### config.mk
export PLATFORM = sky130hd
export DESIGN_NAME = pong_top
export DESIGN_NICKNAME = d
export VERILOG_FILES = /design/src/pong_pkg.sv /design/src/video_timing.sv /design/src/paddle_control.sv /design/src/ball_court.sv /design/src/court_renderer.sv /design/src/pong_top.sv
export SDC_FILE = /design/constraint.sdc
export NUM_CORES = 1
export LEC_CHECK = 0
export BUFFER_PORTS_ARGS = -buffer_cell sky130_fd_sc_hd__buf_4
export CORE_ASPECT_RATIO = 1.5
export CORE_MARGIN = 1.5
export CORE_UTILIZATION = 50
export DETAILED_ROUTE_END_ITERATION = 10
export PLACE_DENSITY = 0.64
export SLEW_MARGIN = 20
export SYNTH_ARGS = -nofsm -noshare
export SYNTH_HDL_FRONTEND = slang
export SYNTH_SLANG_ARGS = --single-unit
### constraint.sdc
create_clock -name clk -period 17.3 [get_ports clk]
set_clock_uncertainty 0.15 [all_clocks]
set_input_delay 0.865 -clock clk [delete_from_list [all_inputs] [get_ports clk]]
set_output_delay 0.865 -clock clk [all_outputs]
set_load 0.01 [all_outputs]
### src/pong_pkg.sv
package pong_pkg;

   // raster timing, 640x480 at 60 Hz
   localparam int h_visible = 640;
   localparam int h_front   = 16;
   localparam int h_sync    = 96;
   localparam int h_back    = 48;
   localparam int h_total   = h_visible + h_front + h_sync + h_back;

   localparam int v_visible = 480;
   localparam int v_front   = 10;
   localparam int v_sync    = 2;
   localparam int v_back    = 33;
   localparam int v_total   = v_visible + v_front + v_sync + v_back;

   // court geometry
   localparam int paddle_height = 40;
   localparam int paddle_width  = 6;
   localparam int paddle_l_col  = 8;
   localparam int paddle_r_col  = 624;
   localparam int ball_size     = 4;
   localparam int ball_l_turn   = 16;
   localparam int ball_r_turn   = 619;
   localparam int net_l         = 316;
   localparam int net_r         = 321;
   localparam int score_row     = 20;
   localparam int score_l_col   = 272;
   localparam int score_r_col   = 336;
   localparam int score_cell    = 10;

   localparam int tick_cycles_default = 251750;

   // 3x5 font, top row in bits 14:12, left column is the msb of a row
   localparam logic [0:9][14:0] digit_font = {
      15'b111_101_101_101_111,
      15'b010_010_010_010_010,
      15'b111_001_111_100_111,
      15'b111_001_111_001_111,
      15'b101_101_111_001_001,
      15'b111_100_111_001_111,
      15'b111_100_111_101_111,
      15'b111_001_001_001_001,
      15'b111_101_111_101_111,
      15'b111_101_111_001_111
   };

   typedef logic [9:0] coord_h_t;
   typedef logic [8:0] coord_v_t;
   typedef logic [3:0] digit_t;

   typedef enum logic [1:0] {ph_visible, ph_front, ph_sync, ph_back} raster_phase_e;
   typedef enum logic {dir_left, dir_right} ball_dir_e;

   typedef struct packed {
      coord_h_t h;
      coord_v_t v;
      logic     visible;
   } scan_pos_t;

   typedef struct packed {
      logic up;
      logic down;
   } buttons_t;

   // paddle centre rows
   typedef struct packed {
      coord_v_t left;
      coord_v_t right;
   } paddles_t;

   // ball centre, left edge plus 2 and top plus 2
   typedef struct packed {
      coord_h_t h;
      coord_v_t v;
   } ball_t;

   typedef struct packed {
      digit_t left;
      digit_t right;
   } scores_t;

endpackage

### src/video_timing.sv
`timescale 1ns/1ps

module video_timing (
   input  logic                clk,
   input  logic                rst,
   output pong_pkg::scan_pos_t scan,
   output logic                hs_raw,
   output logic                vs_raw
);

   pong_pkg::coord_h_t      h_cnt;
   logic [9:0]              v_cnt;
   pong_pkg::raster_phase_e h_phase;
   pong_pkg::raster_phase_e v_phase;
   logic                    h_wrap;

   // phase of the next count, given the current one
   function automatic pong_pkg::raster_phase_e phase_step(
      pong_pkg::raster_phase_e ph,
      int                      cnt,
      int                      vis,
      int                      fp,
      int                      sy,
      int                      tot
   );
      phase_step = ph;
      case (ph)
         pong_pkg::ph_visible: if (cnt == vis - 1) phase_step = pong_pkg::ph_front;
         pong_pkg::ph_front:   if (cnt == vis + fp - 1) phase_step = pong_pkg::ph_sync;
         pong_pkg::ph_sync:    if (cnt == vis + fp + sy - 1) phase_step = pong_pkg::ph_back;
         pong_pkg::ph_back:    if (cnt == tot - 1) phase_step = pong_pkg::ph_visible;
         default:              phase_step = pong_pkg::ph_visible;
      endcase
   endfunction

   assign h_wrap = (h_cnt == pong_pkg::h_total - 1);

   always_ff @(posedge clk) begin
      if (rst) begin
         h_cnt   <= '0;
         h_phase <= pong_pkg::ph_visible;
      end else begin
         h_cnt   <= h_wrap ? '0 : h_cnt + 1'b1;
         h_phase <= phase_step(h_phase, h_cnt, pong_pkg::h_visible, pong_pkg::h_front,
                               pong_pkg::h_sync, pong_pkg::h_total);
      end
   end

   // rows advance once per line
   always_ff @(posedge clk) begin
      if (rst) begin
         v_cnt   <= '0;
         v_phase <= pong_pkg::ph_visible;
      end else if (h_wrap) begin
         v_cnt   <= (v_cnt == pong_pkg::v_total - 1) ? '0 : v_cnt + 1'b1;
         v_phase <= phase_step(v_phase, v_cnt, pong_pkg::v_visible, pong_pkg::v_front,
                               pong_pkg::v_sync, pong_pkg::v_total);
      end
   end

   assign scan.h       = h_cnt;
   assign scan.v       = v_cnt[8:0];
   assign scan.visible = (h_phase == pong_pkg::ph_visible) &&
                         (v_phase == pong_pkg::ph_visible);
   assign hs_raw       = (h_phase == pong_pkg::ph_sync);
   assign vs_raw       = (v_phase == pong_pkg::ph_sync);

   a_h_range : assert property (@(posedge clk) disable iff (rst)
      h_cnt <= pong_pkg::h_total - 1)
      else $error("h counter out of range: %0d", h_cnt);

   // phase and counters must agree on visibility
   a_visible_match : assert property (@(posedge clk) disable iff (rst)
      scan.visible == (h_cnt < pong_pkg::h_visible && v_cnt < pong_pkg::v_visible))
      else $error("visible flag disagrees with counters");

endmodule

### src/paddle_control.sv
`timescale 1ns/1ps

module paddle_control #(
   parameter int tick_cycles = pong_pkg::tick_cycles_default
) (
   input  logic               clk,
   input  logic               rst,
   input  pong_pkg::buttons_t left_btn,
   input  pong_pkg::buttons_t right_btn,
   output logic               tick,
   output pong_pkg::paddles_t paddles
);

   logic [$clog2(tick_cycles + 1)-1:0] tick_cnt;
   pong_pkg::buttons_t                 left_prev;
   pong_pkg::buttons_t                 right_prev;

   // one row per debounced press, clamped so the paddle stays on screen
   function automatic pong_pkg::coord_v_t paddle_step(
      pong_pkg::coord_v_t centre,
      pong_pkg::buttons_t btn,
      pong_pkg::buttons_t prev
   );
      paddle_step = centre;
      if (btn.up && prev.up && centre > pong_pkg::paddle_height / 2) begin
         paddle_step = centre - 1'b1;
      end else if (btn.down && prev.down &&
                   centre < pong_pkg::v_visible - pong_pkg::paddle_height / 2 - 1) begin
         paddle_step = centre + 1'b1;
      end
   endfunction

   // game tick
   always_ff @(posedge clk) begin
      if (rst) begin
         tick_cnt <= '0;
         tick     <= 1'b0;
      end else begin
         tick <= (tick_cnt == tick_cycles - 1);
         if (tick_cnt == tick_cycles - 1) begin
            tick_cnt <= '0;
         end else begin
            tick_cnt <= tick_cnt + 1'b1;
         end
      end
   end

   // a button counts when it is seen at two ticks in a row
   always_ff @(posedge clk) begin
      if (rst) begin
         left_prev     <= '0;
         right_prev    <= '0;
         paddles.left  <= pong_pkg::coord_v_t'(pong_pkg::v_visible / 2);
         paddles.right <= pong_pkg::coord_v_t'(pong_pkg::v_visible / 2);
      end else if (tick) begin
         left_prev     <= left_btn;
         right_prev    <= right_btn;
         paddles.left  <= paddle_step(paddles.left, left_btn, left_prev);
         paddles.right <= paddle_step(paddles.right, right_btn, right_prev);
      end
   end

   a_paddle_clamp : assert property (@(posedge clk) disable iff (rst)
      paddles.left >= pong_pkg::paddle_height / 2 &&
      paddles.left <= pong_pkg::v_visible - pong_pkg::paddle_height / 2 - 1 &&
      paddles.right >= pong_pkg::paddle_height / 2 &&
      paddles.right <= pong_pkg::v_visible - pong_pkg::paddle_height / 2 - 1)
      else $error("paddle centre outside clamp");

endmodule

### src/ball_court.sv
`timescale 1ns/1ps

module ball_court (
   input  logic               clk,
   input  logic               rst,
   input  logic               tick,
   input  logic               score_reset,
   input  pong_pkg::paddles_t paddles,
   output pong_pkg::ball_t    ball,
   output pong_pkg::scores_t  scores
);

   pong_pkg::ball_dir_e dir;
   logic [3:0]          angle;
   logic [2:0]          slope_cnt;
   logic                step;
   logic                hit_left;
   logic                hit_right;

   function automatic logic near_paddle(pong_pkg::coord_v_t v, pong_pkg::coord_v_t centre);
      near_paddle = (v >= centre - pong_pkg::paddle_height / 2) &&
                    (v <= centre + pong_pkg::paddle_height / 2);
   endfunction

   function automatic pong_pkg::digit_t inc10(pong_pkg::digit_t d);
      inc10 = (d == 4'd9) ? 4'd0 : d + 1'b1;
   endfunction

   assign hit_left  = near_paddle(ball.v, paddles.left);
   assign hit_right = near_paddle(ball.v, paddles.right);

   always_ff @(posedge clk) begin
      if (rst) begin
         step      <= 1'b0;
         ball.h    <= pong_pkg::coord_h_t'(pong_pkg::ball_r_turn);
         ball.v    <= pong_pkg::coord_v_t'(pong_pkg::v_visible / 2);
         dir       <= pong_pkg::dir_left;
         angle     <= 4'd0;
         slope_cnt <= 3'd0;
         scores    <= '0;
      end else begin
         // paddles are settled one cycle after the tick
         step <= tick;
         if (step) begin
            if (dir == pong_pkg::dir_left && ball.h == pong_pkg::ball_l_turn) begin
               if (hit_left) begin
                  dir <= pong_pkg::dir_right;
               end else begin
                  // right scores and serves
                  scores.right <= inc10(scores.right);
                  ball.h       <= pong_pkg::coord_h_t'(pong_pkg::ball_r_turn);
                  ball.v       <= paddles.right;
                  angle        <= angle + 4'd3;
               end
            end else if (dir == pong_pkg::dir_right && ball.h == pong_pkg::ball_r_turn) begin
               if (hit_right) begin
                  dir <= pong_pkg::dir_left;
               end else begin
                  scores.left <= inc10(scores.left);
                  ball.h      <= pong_pkg::coord_h_t'(pong_pkg::ball_l_turn);
                  ball.v      <= paddles.left;
                  angle       <= angle + 4'd3;
               end
            end else begin
               if (dir == pong_pkg::dir_left) begin
                  ball.h <= ball.h - 1'b1;
               end else begin
                  ball.h <= ball.h + 1'b1;
               end
               // one row every angle+1 ticks, bit 3 set means down
               if (angle[2:0] != 3'd0) begin
                  if (slope_cnt == angle[2:0]) begin
                     slope_cnt <= 3'd0;
                     if (angle[3]) begin
                        if (ball.v == pong_pkg::v_visible - pong_pkg::ball_size / 2 - 1) begin
                           angle[3] <= 1'b0;
                        end else begin
                           ball.v <= ball.v + 1'b1;
                        end
                     end else begin
                        if (ball.v == pong_pkg::ball_size / 2) begin
                           angle[3] <= 1'b1;
                        end else begin
                           ball.v <= ball.v - 1'b1;
                        end
                     end
                  end else begin
                     slope_cnt <= slope_cnt + 1'b1;
                  end
               end
            end
         end
         if (score_reset) begin
            scores <= '0;
         end
      end
   end

   a_score_digit : assert property (@(posedge clk) disable iff (rst)
      scores.left <= 4'd9 && scores.right <= 4'd9)
      else $error("score out of digit range");

endmodule

### src/court_renderer.sv
`timescale 1ns/1ps

module court_renderer (
   input  logic                clk,
   input  logic                rst,
   input  pong_pkg::scan_pos_t scan,
   input  logic                hs_raw,
   input  logic                vs_raw,
   input  pong_pkg::paddles_t  paddles,
   input  pong_pkg::ball_t     ball,
   input  pong_pkg::scores_t   scores,
   output logic                red,
   output logic                grn,
   output logic                blu,
   output logic                hs,
   output logic                vs
);

   logic on_net;
   logic on_paddle_l;
   logic on_paddle_r;
   logic on_ball;
   logic on_digit_l;
   logic on_digit_r;
   logic on_court;

   function automatic logic in_paddle(
      pong_pkg::scan_pos_t s,
      int                  col0,
      pong_pkg::coord_v_t  centre
   );
      in_paddle = (s.h >= col0) && (s.h < col0 + pong_pkg::paddle_width) &&
                  (s.v >= centre - pong_pkg::paddle_height / 2) &&
                  (s.v < centre + pong_pkg::paddle_height / 2);
   endfunction

   // font lookup for a 3x5 digit whose top left corner sits at col0
   function automatic logic digit_pixel(
      pong_pkg::scan_pos_t s,
      int                  col0,
      pong_pkg::digit_t    d
   );
      int cx;
      int cy;
      digit_pixel = 1'b0;
      if (s.h >= col0 && s.h < col0 + 3 * pong_pkg::score_cell &&
          s.v >= pong_pkg::score_row &&
          s.v < pong_pkg::score_row + 5 * pong_pkg::score_cell) begin
         cx = (int'(s.h) - col0) / pong_pkg::score_cell;
         cy = (int'(s.v) - pong_pkg::score_row) / pong_pkg::score_cell;
         digit_pixel = pong_pkg::digit_font[d][14 - (cy * 3 + cx)];
      end
   endfunction

   // dashed net, 16 rows on and 16 off
   assign on_net = (scan.h >= pong_pkg::net_l) && (scan.h <= pong_pkg::net_r) &&
                   !scan.v[4];

   assign on_paddle_l = in_paddle(scan, pong_pkg::paddle_l_col, paddles.left);
   assign on_paddle_r = in_paddle(scan, pong_pkg::paddle_r_col, paddles.right);

   assign on_ball = (scan.h >= ball.h - pong_pkg::ball_size / 2) &&
                    (scan.h < ball.h + pong_pkg::ball_size / 2) &&
                    (scan.v >= ball.v - pong_pkg::ball_size / 2) &&
                    (scan.v < ball.v + pong_pkg::ball_size / 2);

   assign on_digit_l = digit_pixel(scan, pong_pkg::score_l_col, scores.left);
   assign on_digit_r = digit_pixel(scan, pong_pkg::score_r_col, scores.right);

   assign on_court = scan.visible &&
                     (on_net || on_paddle_l || on_paddle_r || on_ball ||
                      on_digit_l || on_digit_r);

   // colour and sync leave together, one cycle behind the scan
   always_ff @(posedge clk) begin
      if (rst) begin
         red <= 1'b0;
         grn <= 1'b0;
         blu <= 1'b0;
         hs  <= 1'b1;
         vs  <= 1'b1;
      end else begin
         red <= on_court;
         grn <= on_court;
         blu <= scan.visible;
         hs  <= !hs_raw;
         vs  <= !vs_raw;
      end
   end

endmodule

### src/pong_top.sv
`timescale 1ns/1ps

module pong_top #(
   parameter int tick_cycles = pong_pkg::tick_cycles_default
) (
   input  logic               clk,
   input  logic               rst,
   input  pong_pkg::buttons_t left_btn,
   input  pong_pkg::buttons_t right_btn,
   input  logic               score_reset,
   output logic               red,
   output logic               grn,
   output logic               blu,
   output logic               hs,
   output logic               vs
);

   pong_pkg::scan_pos_t scan;
   logic                hs_raw;
   logic                vs_raw;
   logic                tick;
   pong_pkg::paddles_t  paddles;
   pong_pkg::ball_t     ball;
   pong_pkg::scores_t   scores;

   video_timing i_timing (
      .clk    (clk),
      .rst    (rst),
      .scan   (scan),
      .hs_raw (hs_raw),
      .vs_raw (vs_raw)
   );

   paddle_control #(
      .tick_cycles (tick_cycles)
   ) i_paddles (
      .clk       (clk),
      .rst       (rst),
      .left_btn  (left_btn),
      .right_btn (right_btn),
      .tick      (tick),
      .paddles   (paddles)
   );

   ball_court i_ball (
      .clk         (clk),
      .rst         (rst),
      .tick        (tick),
      .score_reset (score_reset),
      .paddles     (paddles),
      .ball        (ball),
      .scores      (scores)
   );

   court_renderer i_render (
      .clk     (clk),
      .rst     (rst),
      .scan    (scan),
      .hs_raw  (hs_raw),
      .vs_raw  (vs_raw),
      .paddles (paddles),
      .ball    (ball),
      .scores  (scores),
      .red     (red),
      .grn     (grn),
      .blu     (blu),
      .hs      (hs),
      .vs      (vs)
   );

endmodule

==> results.ini <==
[synth]
synth.avg_cell_area_sq_um = 7.54
synth_edf_count = 0
syn_nets = 2003
ys_seq_area_frac = 0.156
synth_cell_types = 102
async_flop_share = 0
ys_ff_latch = 105
ys_warn_count = 0
synth_cells = 1791
syn-cell-area_sq_um = 13500
synth_flop_cell = dfxtp_1

[floorplanning]
io_pins = 12
rows = 73
core_area_sq_um = 26500
dieWidth_microns = 137
die_y_microns = 204
start_util = 0.510
dieArea_sq_um = 28000

[routing]
wirelength_microns = 36200
ant_nets = 0
vias = 12800
dr.pass1.iters = 5
drt_iter0_drc = 686
via_per_inst = 6.16
wl_per_cell_microns = 17.4
drc = 0

[global_routing]
grt_pass1_vias = 12600
antenna_found_initial = 0
grt_pass1_wl_microns = 60300
grt_max_degree = 42
grt-ovfl-total = 0
gr-usage-all-layers = 0.266

[power]
worst_ir_drop_vdd_mv = 0.0669
p_per_area_nw_per_um2 = 47.8
leakagePower_uw = 0.00602

[worst_setup_path]
worstPathRequired_ns = 17.43
reg2reg_depth = 31
arrival_ns = 8.43
crit-reg2reg-capture = i_render.red
cpMostUsedCell = ha_1
crit_path_max_incr_delay_ns = 0.77
worstPathMaxFanout = 18
cp.depth = 31
reg2reg_slack_ns = 9.00
slowest_stage = o21ai_1
reg2reg_from = i_timing.h_cnt[4]
crit_path_end = i_render.red
crit_family = compound AO/OA/AOI/OAI gates
startpoint = i_timing.h_cnt[4]
crit_type = flip-flop to flip-flop
start_kind = flip-flop
end_kind = flip-flop
worst-path-buf-inv = 2

[place]
dp_hpwl_microns = 27900
dp_cells = 2060
place_congestion = 0.919
port_buffers = 11

[clocking]
post_cts_resized = 0
post_cts_buffers = 0
clock_latency_ns = 0.38
hold_buffers = 0
clkSinkCount = 105
htree_levels = 3
clockBufferDepth = 2
cts_buffers = 9
root_buffer = clkbuf_16
clk_pin_slew_worst_paths_ns = 0.09
cts_tree = yes

[sta]
fin_tns_setup_ns = 0
slew_violations = 0
tightest_slew_ns = 1.11
timing.final.crit_share = 0.480
clock.fmax_ghz = 0.120
period_needed_ns = 8.30
hold_viol_final = 0
setup_violations = 0
rsz0062_at_grt = no
maxSlewHeadroom = 0.256

[status]
status = completed

[layout]
area_delta_synth_final_pct = 4.11
final_nets = 1946
fillerInstances = 2681
n_antenna_cell = 0
layout-drive-gt1-share = 0.0483
layout.cells.non_filler = 2076

[run]
maxCapViolations = 0

[hold_path]
hold_path_class = flip-flop to flip-flop

[cells in the mapped netlist, types with 19 or more instances]
| library cell | instances | area [sq um] |
|---|---|---|
| a211oi_1 | 23 | 173 |
| a21o_1 | 48 | 360 |
| a21oi_1 | 132 | 661 |
| and3_1 | 22 | 138 |
| clkbuf_1 | 60 | 225 |
| dfxtp_1 | 105 | 2100 |
| ha_1 | 199 | 2490 |
| inv_1 | 82 | 308 |
| nand2_1 | 144 | 541 |
| nand2b_1 | 27 | 169 |
| nand3_1 | 67 | 335 |
| nand4_1 | 21 | 131 |
| nor2_1 | 177 | 664 |
| nor2b_1 | 30 | 188 |
| nor3_1 | 53 | 265 |
| o211ai_1 | 19 | 143 |
| o21a_1 | 37 | 278 |
| o21ai_0 | 91 | 455 |
| xnor2_1 | 93 | 815 |
| xor2_1 | 53 | 464 |
[per-stage QoR]
stage | utilization | hold WS (ns) | instance area (sq um) | total power (uW) | setup slack, ns
2_1_floorplan | - | 0.295 | 13500 | 404 | 10.05
3_3_place_gp | 0.518 | 0.307 | 13700 | 445 | 9.37
3_5_place_dp | 0.518 | 0.325 | 13700 | 449 | 9.17
4_1_cts | 0.530 | 0.337 | 14000 | 678 | 9.11
5_1_grt | 0.531 | 0.365 | 14100 | 710 | 8.20
6_report | 0.531 | 0.334 | 14100 | 672 | 9.00
[registers in the layout, summed over array words and instances, names as in the netlist, 2 cells and up]
register / cells
i_paddles.left_prev: 2
i_timing.v_phase: 2
i_ball.slope_cnt: 3
i_paddles.right_prev: 2
i_ball.scores: 8
i_ball.ball: 19
i_timing.v_cnt: 10
i_timing.h_phase: 2
i_timing.h_cnt: 10
i_ball.angle: 4
i_paddles.paddles: 18
i_paddles.tick_cnt: 18
[cells in the final DEF, fill, tap and decap left out, types with 8 or more instances in the layout]
cell type and n:
o31ai_1 9, nand4_1 21, nand2b_1 27, o21ai_0 91
xnor2_1 93, buf_4 22, mux2_2 8, nor3_1 53
dfxtp_1 105, a21oi_1 132, a211o_1 8, nand2_1 144
ha_1 199, nor4_1 13, mux2i_1 18, a211oi_1 22
and3_1 22, or3_1 17, inv_1 82, o21a_1 37
o22ai_1 11, xor2_1 53, nand3_1 67, clkbuf_16 9
o21ai_1 9, o211ai_1 19, nor2b_1 30, nor2_1 177
a31oi_1 17, a21o_1 48, and2_1 10
[worst register-to-register path, delay by kind of cell (launching register included)]
family | cells | cell delay (ns)
compound gates | 14 | 3.19
mux | 1 | 0.09
fa+ha+maj | 6 | 2.04
flops | 1 | 0.73
buf+inv | 2 | 0.28
simple gates | 8 | 1.70
[where the power goes]
group	total [uW]	internal [uW]	switching (uW)	leakage [uW]
logic	195	82.1	113	0.00501
registers	248	244	4.12	0.000848
clock network	229	118	110	0.000162
total	672	445	228	0.00602
[cell type report]
type | instances | area, sq um | share of cell area
multi-input combinational | 1512 | 10700 | 0.762
sequential | 105 | 2100 | 0.150
tap | 337 | 422 | 0.0300
inverter | 84 | 315 | 0.0224
clock buffer | 9 | 225 | 0.0160
timing repair buffer | 22 | 165 | 0.0118
clock inverter | 7 | 110 | 0.00784
[cells by family (layout without fill, tap and decap cells)]
group,Yosys count,count (layout),synth area share
buffers and inverters,174,122,0.0517
xor gates and xnor gates,152,152,0.104
AOI/OAI and AO/OA,498,498,0.244
DFF,105,105,0.156
and+or+nand+nor,630,630,0.230
adders and majority gates,206,206,0.194
muxes,26,26,0.0200
[routing by layer]
layer | part of all wire | track usage | routed length (microns)
met1 | 0.41 | 0.287 | 14800
met2 | 0.52 | 0.504 | 18700
met3 | 0.025 | 0.0250 | 890
met4 | 0.047 | 0.135 | 1690
met5 | 0 | 0 | 0
[worst min-delay path by stage]
stage	from	to	cells after the start
after floorplan	i_paddles.tick_cnt[0]	i_paddles.tick_cnt[0]	1
after CTS	i_paddles.tick_cnt[16]	i_paddles.tick_cnt[16]	2
final	i_paddles.tick_cnt[16]	i_paddles.tick_cnt[16]	2
after global placement	i_paddles.tick_cnt[0]	i_paddles.tick_cnt[0]	1
after global routing	i_paddles.tick_cnt[0]	i_paddles.tick_cnt[0]	1
after detailed placement	i_paddles.tick_cnt[16]	i_paddles.tick_cnt[16]	2
(Power assumes the default switching activity.)
